[config.mk]
export PLATFORM = sky130hd
export DESIGN_NAME = idct_top
export DESIGN_NICKNAME = d
export VERILOG_FILES = /design/src/rtl/idct_pkg.sv /design/src/rtl/block_ram.sv /design/src/rtl/idct_sequencer.sv /design/src/rtl/idct_top.sv /design/src/rtl/mac_pair.sv
export VERILOG_INCLUDE_DIRS = /design/src /design/src/rtl
export SDC_FILE = /design/constraint.sdc
export NUM_CORES = 2
export LEC_CHECK = 0
export BUFFER_PORTS_ARGS = -buffer_cell sky130_fd_sc_hd__buf_2
export CORE_ASPECT_RATIO = 1.1
export CORE_MARGIN = 2
export CORE_UTILIZATION = 45
export CTS_CLUSTER_SIZE = 40
export DETAILED_ROUTE_END_ITERATION = 8
export GPL_TIMING_DRIVEN = 0
export SLEW_MARGIN = 15
export SYNTH_ARGS = -nofsm -noshare
export SYNTH_HDL_FRONTEND = slang
export SYNTH_SLANG_ARGS = --single-unit
export TNS_END_PERCENT = 5
[constraint.sdc]
create_clock -name Clock -period 19.36 [get_ports Clock]
set_input_delay 3.872 -clock Clock [delete_from_list [all_inputs] [get_ports Clock]]
set_output_delay 3.872 -clock Clock [all_outputs]
set_load 0.02 [all_outputs]
[src/rtl/idct_settings.svh]
`ifndef IDCT_SETTINGS_SVH
`define IDCT_SETTINGS_SVH

// input coefficient and cosine entry widths
`define COEF_WIDTH 16
`define CMAT_WIDTH 13

// stored T element, and the accumulator that must never overflow
`define T_WIDTH    24
`define ACC_WIDTH  40

// scaling after each pass
`define ROW_SHIFT  8
`define COL_SHIFT  16

// block geometry and output clip
`define BLOCK_DIM  8
`define PIXEL_MAX  255

`endif

[src/rtl/idct_pkg.sv]
`include "idct_settings.svh"

package idct_pkg;

	typedef enum logic [2:0] {
		IDLE,
		LOAD,
		ROW_PASS,
		ROW_DRAIN,
		COL_PASS,
		COL_DRAIN
	} idct_state_e;

	typedef logic signed [`COEF_WIDTH-1:0] coef_t;
	typedef logic signed [`T_WIDTH-1:0]    tval_t;
	typedef logic [7:0]                    pixel_t;

	typedef struct packed {
		logic [5:0] index;   // row*8 + col
		coef_t      value;
	} coef_in_t;

	// one T buffer entry, T[i][j] and T[i][j+1]
	typedef struct packed {
		tval_t lane_1;
		tval_t lane_0;
	} tpair_t;

	typedef struct packed {
		logic [2:0] row;     // row of pixel_0
		logic [2:0] col;
		pixel_t     pixel_0;
		pixel_t     pixel_1; // one row below
	} pixel_pair_out_t;

	// C[k][j], 2048*cos((2j+1)k*pi/16), k=0 row scaled by 1/sqrt(2)
	localparam logic signed [`CMAT_WIDTH-1:0] COS_TABLE [`BLOCK_DIM][`BLOCK_DIM] = '{
		'{ 1448,  1448,  1448,  1448,  1448,  1448,  1448,  1448},
		'{ 2008,  1702,  1137,   399,  -399, -1137, -1702, -2008},
		'{ 1892,   783,  -783, -1892, -1892,  -783,   783,  1892},
		'{ 1702,  -399, -2008, -1137,  1137,  2008,   399, -1702},
		'{ 1448, -1448, -1448,  1448,  1448, -1448, -1448,  1448},
		'{ 1137, -2008,   399,  1702, -1702,  -399,  2008, -1137},
		'{  783, -1892,  1892,  -783,  -783,  1892, -1892,   783},
		'{  399, -1137,  1702, -2008,  2008, -1702,  1137,  -399}
	};

endpackage

[src/rtl/block_ram.sv]
`timescale 1ns/1ps

module block_ram #(
	parameter int WIDTH = 16,
	parameter int DEPTH = 64
) (
	input  logic                     Clock,
	input  logic                     wr_en,
	input  logic [$clog2(DEPTH)-1:0] wr_addr,
	input  logic [WIDTH-1:0]         wr_data,
	input  logic [$clog2(DEPTH)-1:0] rd_addr,
	output logic [WIDTH-1:0]         rd_data
);

	logic [WIDTH-1:0] mem [DEPTH];

	always_ff @(posedge Clock) begin
		if (wr_en) begin
			mem[wr_addr] <= wr_data;
		end
		rd_data <= mem[rd_addr];   // registered read, old data on collision
	end

endmodule

[src/rtl/idct_sequencer.sv]
`timescale 1ns/1ps
`include "idct_settings.svh"

module idct_sequencer
	import idct_pkg::*;
(
	input  logic                         Clock,
	input  logic                         Resetn,
	input  logic                         coef_valid,
	input  coef_in_t                     coef_in,
	input  coef_t                        q_rd_data,
	input  tpair_t                       t_rd_data,
	input  logic                         sum_valid,
	input  tpair_t                       t_out,
	input  pixel_t                       pix_0,
	input  pixel_t                       pix_1,
	output logic                         q_wr_en,
	output logic [5:0]                   q_wr_addr,
	output coef_t                        q_wr_data,
	output logic [5:0]                   q_rd_addr,
	output logic                         t_wr_en,
	output logic [4:0]                   t_wr_addr,
	output tpair_t                       t_wr_data,
	output logic [4:0]                   t_rd_addr,
	output logic                         mac_valid,
	output logic                         mac_first,
	output logic                         mac_last,
	output logic signed [`ACC_WIDTH-1:0]  operand,
	output logic signed [`CMAT_WIDTH-1:0] coef_0,
	output logic signed [`CMAT_WIDTH-1:0] coef_1,
	output logic                         pix_valid,
	output pixel_pair_out_t              pix_out,
	output logic                         done,
	output logic                         busy
);

	idct_state_e state;
	logic [5:0]  load_cnt;
	logic [7:0]  step;       // {pair, k}
	logic        accept;
	logic        row_phase;
	logic        col_phase;
	logic        s1_valid;   // read data valid this cycle
	logic        s1_col;
	logic [7:0]  s1_step;
	logic [2:0]  s1_k;
	logic [4:0]  s1_pair;
	logic [4:0]  s2_pair;
	logic [4:0]  s3_pair;    // label of the sum on sum_valid
	logic [1:0]  tab_sel;
	tval_t       t_half;

	assign accept = coef_valid && (state == IDLE || state == LOAD);
	assign row_phase = (state == ROW_PASS) || (state == ROW_DRAIN);
	assign col_phase = (state == COL_PASS) || (state == COL_DRAIN);
	assign busy = row_phase || col_phase;

	// coefficient loading
	assign q_wr_en = accept;
	assign q_wr_addr = coef_in.index;
	assign q_wr_data = coef_in.value;

	// issue stage
	assign q_rd_addr = {step[7:5], step[2:0]};   // Q[i][k], i = pair/4
	assign t_rd_addr = {step[2:0], step[5:4]};   // entry of T[k][j], j = pair%8

	// operand stage, one cycle after the read
	assign s1_k = s1_step[2:0];
	assign s1_pair = s1_step[7:3];
	assign tab_sel = s1_col ? s1_pair[4:3] : s1_pair[1:0];   // i/2 or j/2
	assign t_half = s1_pair[0] ? t_rd_data.lane_1 : t_rd_data.lane_0;

	assign mac_valid = s1_valid;
	assign mac_first = s1_valid && (s1_k == 3'd0);
	assign mac_last = s1_valid && (s1_k == 3'd7);
	assign operand = s1_col ? `ACC_WIDTH'(t_half) : `ACC_WIDTH'(q_rd_data);
	assign coef_0 = COS_TABLE[s1_k][{tab_sel, 1'b0}];
	assign coef_1 = COS_TABLE[s1_k][{tab_sel, 1'b1}];

	// row results go back into the T buffer
	assign t_wr_en = sum_valid && row_phase;
	assign t_wr_addr = s3_pair;
	assign t_wr_data = t_out;

	always_ff @(posedge Clock or negedge Resetn) begin
		if (!Resetn) begin
			state <= IDLE;
			load_cnt <= '0;
			step <= '0;
			s1_valid <= 1'b0;
			s1_col <= 1'b0;
			pix_valid <= 1'b0;
			done <= 1'b0;
		end else begin
			s1_valid <= (state == ROW_PASS) || (state == COL_PASS);
			s1_col <= (state == COL_PASS);
			pix_valid <= sum_valid && col_phase;
			done <= 1'b0;
			case (state)
				IDLE, LOAD: begin
					if (accept) begin
						load_cnt <= load_cnt + 6'd1;   // wraps after the 64th
						step <= '0;
						state <= (load_cnt == 6'd63) ? ROW_PASS : LOAD;
					end
				end
				ROW_PASS: begin
					step <= step + 8'd1;
					if (step == 8'd255) begin
						state <= ROW_DRAIN;
					end
				end
				ROW_DRAIN: begin
					// only the last row sum shows up here, its write lands at this edge
					if (sum_valid) begin
						state <= COL_PASS;
					end
				end
				COL_PASS: begin
					step <= step + 8'd1;
					if (step == 8'd255) begin
						state <= COL_DRAIN;
					end
				end
				COL_DRAIN: begin
					if (pix_valid) begin   // last pair just left
						done <= 1'b1;
						state <= IDLE;
					end
				end
				default: state <= IDLE;
			endcase
		end
	end

	always_ff @(posedge Clock) begin
		s1_step <= step;
		s2_pair <= s1_pair;
		s3_pair <= s2_pair;
		pix_out.row <= {s3_pair[4:3], 1'b0};
		pix_out.col <= s3_pair[2:0];
		pix_out.pixel_0 <= pix_0;
		pix_out.pixel_1 <= pix_1;
	end

endmodule

[src/rtl/idct_top.sv]
`timescale 1ns/1ps
`include "idct_settings.svh"

module idct_top
	import idct_pkg::*;
(
	input  logic            Clock,
	input  logic            Resetn,
	input  logic            coef_valid,
	input  coef_in_t        coef_in,
	output logic            pix_valid,
	output pixel_pair_out_t pix_out,
	output logic            done,
	output logic            busy
);

	localparam int Q_DEPTH = `BLOCK_DIM * `BLOCK_DIM;
	localparam int T_DEPTH = Q_DEPTH / 2;   // two T elements per entry

	logic                         q_wr_en;
	logic [5:0]                   q_wr_addr;
	coef_t                        q_wr_data;
	logic [5:0]                   q_rd_addr;
	coef_t                        q_rd_data;
	logic                         t_wr_en;
	logic [4:0]                   t_wr_addr;
	tpair_t                       t_wr_data;
	logic [4:0]                   t_rd_addr;
	tpair_t                       t_rd_data;
	logic                         mac_valid;
	logic                         mac_first;
	logic                         mac_last;
	logic signed [`ACC_WIDTH-1:0]  operand;
	logic signed [`CMAT_WIDTH-1:0] coef_0;
	logic signed [`CMAT_WIDTH-1:0] coef_1;
	logic                         sum_valid;
	tpair_t                       t_out;
	pixel_t                       pix_0;
	pixel_t                       pix_1;

	block_ram #(.WIDTH($bits(coef_t)), .DEPTH(Q_DEPTH)) q_buf_i (
		.Clock   (Clock),
		.wr_en   (q_wr_en),
		.wr_addr (q_wr_addr),
		.wr_data (q_wr_data),
		.rd_addr (q_rd_addr),
		.rd_data (q_rd_data)
	);

	block_ram #(.WIDTH($bits(tpair_t)), .DEPTH(T_DEPTH)) t_buf_i (
		.Clock   (Clock),
		.wr_en   (t_wr_en),
		.wr_addr (t_wr_addr),
		.wr_data (t_wr_data),
		.rd_addr (t_rd_addr),
		.rd_data (t_rd_data)
	);

	mac_pair mac_pair_i (
		.Clock     (Clock),
		.Resetn    (Resetn),
		.mac_valid (mac_valid),
		.mac_first (mac_first),
		.mac_last  (mac_last),
		.operand   (operand),
		.coef_0    (coef_0),
		.coef_1    (coef_1),
		.sum_valid (sum_valid),
		.t_out     (t_out),
		.pix_0     (pix_0),
		.pix_1     (pix_1)
	);

	idct_sequencer idct_sequencer_i (
		.Clock      (Clock),
		.Resetn     (Resetn),
		.coef_valid (coef_valid),
		.coef_in    (coef_in),
		.q_rd_data  (q_rd_data),
		.t_rd_data  (t_rd_data),
		.sum_valid  (sum_valid),
		.t_out      (t_out),
		.pix_0      (pix_0),
		.pix_1      (pix_1),
		.q_wr_en    (q_wr_en),
		.q_wr_addr  (q_wr_addr),
		.q_wr_data  (q_wr_data),
		.q_rd_addr  (q_rd_addr),
		.t_wr_en    (t_wr_en),
		.t_wr_addr  (t_wr_addr),
		.t_wr_data  (t_wr_data),
		.t_rd_addr  (t_rd_addr),
		.mac_valid  (mac_valid),
		.mac_first  (mac_first),
		.mac_last   (mac_last),
		.operand    (operand),
		.coef_0     (coef_0),
		.coef_1     (coef_1),
		.pix_valid  (pix_valid),
		.pix_out    (pix_out),
		.done       (done),
		.busy       (busy)
	);

endmodule

[src/rtl/mac_pair.sv]
`timescale 1ns/1ps
`include "idct_settings.svh"

module mac_pair
	import idct_pkg::*;
(
	input  logic                         Clock,
	input  logic                         Resetn,
	input  logic                         mac_valid,
	input  logic                         mac_first,
	input  logic                         mac_last,
	input  logic signed [`ACC_WIDTH-1:0]  operand,
	input  logic signed [`CMAT_WIDTH-1:0] coef_0,
	input  logic signed [`CMAT_WIDTH-1:0] coef_1,
	output logic                         sum_valid,
	output tpair_t                       t_out,
	output pixel_t                       pix_0,
	output pixel_t                       pix_1
);

	typedef logic signed [`ACC_WIDTH-1:0] acc_t;

	acc_t coef_ext [2];
	acc_t acc [2];
	acc_t acc_next [2];
	acc_t fin [2];   // finished sums waiting for scaling
	logic fin_valid;

	// column scaling, then clamp into the pixel range
	function automatic pixel_t clip_pixel(input acc_t sum);
		acc_t   scaled;
		pixel_t result;
		scaled = sum >>> `COL_SHIFT;
		if (scaled < 0) begin
			result = '0;
		end else if (scaled > `PIXEL_MAX) begin
			result = pixel_t'(`PIXEL_MAX);
		end else begin
			result = pixel_t'(scaled);
		end
		return result;
	endfunction

	assign coef_ext[0] = acc_t'(coef_0);
	assign coef_ext[1] = acc_t'(coef_1);

	always_comb begin
		for (int l = 0; l < 2; l++) begin
			acc_next[l] = (mac_first ? acc_t'(0) : acc[l])   // restart on first
				+ operand * coef_ext[l];
		end
	end

	always_ff @(posedge Clock) begin
		if (mac_valid) begin
			acc <= acc_next;
			if (mac_last) begin
				fin <= acc_next;
			end
		end
		t_out.lane_0 <= tval_t'(fin[0] >>> `ROW_SHIFT);
		t_out.lane_1 <= tval_t'(fin[1] >>> `ROW_SHIFT);
		pix_0 <= clip_pixel(fin[0]);
		pix_1 <= clip_pixel(fin[1]);
	end

	always_ff @(posedge Clock or negedge Resetn) begin
		if (!Resetn) begin
			fin_valid <= 1'b0;
			sum_valid <= 1'b0;
		end else begin
			fin_valid <= mac_valid && mac_last;
			sum_valid <= fin_valid;   // two cycles after the last product
		end
	end

endmodule

==> flow_summary.rst <==
.. list-table::
   :header-rows: 1

   * - Metric
     - Value
   * - First-pass GRT wire length
     - 540000 um
   * - Count of mapped cells out of synthesis
     - 7807
   * - Standby leakage power
     - 52.4 nW
   * - Maximum vdd ir drop
     - 0.0976 mV
   * - Worst hold slack after final layout
     - 326 ps
   * - First-pass DRT Iterations
     - 5
   * - Worst max-slew margin expressed relative to the limit
     - 11.8%
   * - Die X-Extent
     - 525 um
   * - Routed via count divided by cell count
     - 5.77
   * - I/O pin count
     - 50
   * - Worst-skew pair later-pin latency
     - 880 ps
   * - Residual antenna-violating net count after detailed routing
     - 0
   * - Startpoint of the worst hold path
     - idct_sequencer_i.s2_pair[4]
   * - Area post-placement
     - 143000 um2
   * - Startpoint-to-endpoint class of the critical path
     - register to register
   * - Setup repair after global routing missed its margin
     - false
   * - Setup TNS Final
     - 0 ps
   * - Most frequent standard cell in the layout excluding fill and tap cells
     - sky130_fd_sc_hd__edfxtp_1
   * - Terminus of the critical flop-to-flop path
     - mac_pair_i.acc[38]
   * - Number of design-rule violations left by the first detailed-router iteration
     - 7468
   * - Die outline area
     - 303000 um2
   * - Total power divided by cell area
     - 83.3 nW/um2
   * - Total Wirelength
     - 376000 um
   * - Leading register cell type out of synthesis
     - sky130_fd_sc_hd__edfxtp_1
   * - Syn avg cell area
     - 17.2 um2
   * - Area grow syn2layout
     - 13.6%
   * - Final standard cell count with taps included and fillers excluded
     - 12500
   * - CP max stage delay
     - 1160 ps
   * - Average wire per standard cell
     - 30.1 um
   * - Number of enable-type register cells in the synthesized netlist
     - 2704
   * - Least-Margin Pin Slew
     - 1320 ps
   * - DRC
     - 0
   * - Reg-to-reg setup timing slack
     - 9030 ps
   * - Setup Buffers After CTS
     - 0
   * - Combined buffer and inverter count along the critical path
     - 8
   * - Share of flip-flops with an asynchronous set or reset after synthesis
     - 0.795%
   * - Cell area after layout
     - 153000 um2
   * - Required @ worst endpoint
     - 19920 ps
   * - Number of placed instances with taps included
     - 11900
   * - Number of input and output port buffers inserted
     - 44
   * - FF-to-FF Start
     - idct_sequencer_i.s1_step[1]
   * - FP Rows
     - 210
   * - Fraction of the cycle the final worst path needs
     - 53.4%
   * - Register-to-Register Path Depth
     - 30
   * - Final Hold Fails
     - 0
   * - Final setup fails
     - 0
   * - Minimum period implied by the final worst setup slack
     - 10330 ps
   * - Effective utilization at floorplan
     - 45.2%
   * - Area of the placeable core
     - 297000 um2
   * - Kind of start point of the critical path
     - register
   * - Layout cell share with drive strength beyond 1
     - 19.5%
   * - Sink of the worst hold path
     - idct_sequencer_i.t_wr_addr[4]
   * - Path class of the lowest-slack min-delay path
     - register to register
   * - Final GP Congestion
     - 0.964
   * - Run status
     - finished clean
   * - Clock root buffer master
     - sky130_fd_sc_hd__clkbuf_16
   * - Power Total
     - 12.7 mW
   * - Total of hold buffers inserted after clock tree synthesis
     - 0
   * - Data arrival, critical path
     - 10890 ps
   * - Global-route total usage across every layer
     - 25.0%
   * - Slowest cell on the critical path
     - sky130_fd_sc_hd__fa_1
   * - TritonCTS clock tree
     - yes
   * - Hold Crit Depth
     - 0
   * - Synthesized netlist net count
     - 8749
   * - Fraction of the yosys area taken by sequential cells
     - 63.4%
   * - Critical path endpoint category
     - register
   * - Worst-case setup slack after placement
     - 8680 ps
   * - Overall via count from detail_route
     - 72100
   * - Max Cap Violations
     - 0
   * - Yosys warns
     - 0
   * - Critical-path maximum fanout
     - 13
   * - Utilization of the core after routing
     - 51.3%
   * - Max Clk Rate
     - 0.0968 GHz
   * - Final layout net count
     - 9258
   * - Setup slack of the critical path after layout
     - 9030 ps
   * - Cell repeated most along the worst path
     - sky130_fd_sc_hd__fa_1
   * - TritonCTS Sinks
     - 2894
   * - Post-synthesis cell area
     - 134000 um2
   * - Clock skew after layout
     - 109 ps
   * - Post-detail-place hpwl
     - 269000 um
   * - Post-CTS resize count
     - 0
   * - Level count of the clock H-tree
     - 5
   * - Synthesis-stage register bit count
     - 2894
   * - Number of buffers created by CTS
     - 298
   * - Antenna violations before repair
     - 20
   * - Die height
     - 577 um
   * - Highest-count cells in the layout ignoring fill and taps
     - 2704 x sky130_fd_sc_hd__edfxtp_1, 831 x sky130_fd_sc_hd__inv_1, 699 x sky130_fd_sc_hd__mux4_2
   * - Max Slew Vio Count
     - 0
   * - Maximum number of pins on one net before global-route repair
     - 65
   * - Number of global-route vias before repair
     - 75100
   * - Overflow left after global routing
     - 0
   * - Deepest clock path buffer count
     - 4
   * - Number of unique standard cell types used by synthesis
     - 75
   * - Critical path's top delay family
     - adder cells
   * - Clock edge transition at the registers on the reported setup and hold paths
     - 60 ps
==> state kept, by name, summed over array words and instances (netlist names), 16 cells and up <==
name,count
t_buf_i.mem,1536
q_buf_i.mem,1024
mac_pair_i.acc,80
mac_pair_i.fin,64
mac_pair_i.t_out,48
t_buf_i.rd_data,48
idct_sequencer_i.pix_out,21
q_buf_i.rd_data,16
==> power breakdown <==
part           internal (mW)  leakage [nW]  switching [mW]
clock network           3.23          4.61            2.40
logic                 0.0873          21.8           0.173
registers               6.80          26.0         0.00754
total                   10.1          52.4            2.58
==> per-layer routing <==
layer  track usage [%]  up-vias  wire length (um)
li1                  -    29900                 -
met5                 0        -                64
met4              11.5       10             20100
met1              33.2    38500            149000
met3              4.03      692             26500
met2              40.6     2936            181000
==> worst reg2reg max path: cells and delay by family, from the launching register on <==
family / cells / cell delay, ps
buffers and inverters: 8 / 1830
AOI/OAI and AO/OA: 6 / 1470
and+or+nand+nor: 7 / 2000
adders and majority gates: 8 / 4260
DFF: 1 / 360
xor gates and xnor gates: 1 / 150
==> synthesized netlist by cell type (107+ instances only) <==
cell type                     n  share of area (%)
sky130_fd_sc_hd__dfxtp_1    167                2.5
sky130_fd_sc_hd__mux2i_1    152                1.1
sky130_fd_sc_hd__nand2_1    399                1.1
sky130_fd_sc_hd__ha_1       231                2.2
sky130_fd_sc_hd__a21oi_1    191               0.71
sky130_fd_sc_hd__and2_1     107               0.50
sky130_fd_sc_hd__edfxtp_1  2704                 60
sky130_fd_sc_hd__mux4_2     699                 12
sky130_fd_sc_hd__inv_1      831                2.3
sky130_fd_sc_hd__buf_2      122               0.45
sky130_fd_sc_hd__nor2_1     513                1.4
sky130_fd_sc_hd__clkbuf_1   188               0.53
sky130_fd_sc_hd__fa_1       686                 10
==> layout make-up <==
type                    instances  area [um2]
repair buffers                209        3390
multi-input cells            3710       44800
inverters                     837        3140
clock inverters               135        1220
well taps                    3922        4910
diodes                         11        27.5
fillers                     24000      145000
flip-flops and latches       2894       85100
plain buffers                 366        1640
clock buffers                 402        8220
==> logic make-up (layout without fill, tap and decap cells) <==
family	count (synthesis)	count (layout)	share of synthesized area, %
flops	2894	2894	63.4
buf+inv	1203	1949	3.56
mux	936	936	13.6
other cells	1	12	0.00279
simple gates	1201	1201	3.86
fa+ha+maj	917	917	12.4
compound gates	565	565	2.65
xor+xnor	90	90	0.587
==> worst max-delay path by stage <==
| stage | start | endpoint | slack (ps) | depth (start not counted) |
|---|---|---|---|---|
| 5_1_grt | idct_sequencer_i.s1_step[1] | mac_pair_i.acc[38] | 8500 | 30 |
| 3_3_place_gp | idct_sequencer_i.mac_valid | mac_pair_i.fin[38] | 5760 | 23 |
| 6_report | idct_sequencer_i.s1_step[1] | mac_pair_i.acc[38] | 9030 | 30 |
| 3_5_place_dp | idct_sequencer_i.s1_step[1] | mac_pair_i.acc[38] | 8680 | 30 |
| 4_1_cts | idct_sequencer_i.s1_step[1] | mac_pair_i.acc[38] | 8680 | 30 |
| 2_1_floorplan | idct_sequencer_i.mac_valid | mac_pair_i.acc[39] | 10960 | 25 |
No activity file was read; power rests on OpenSTA's default activity.
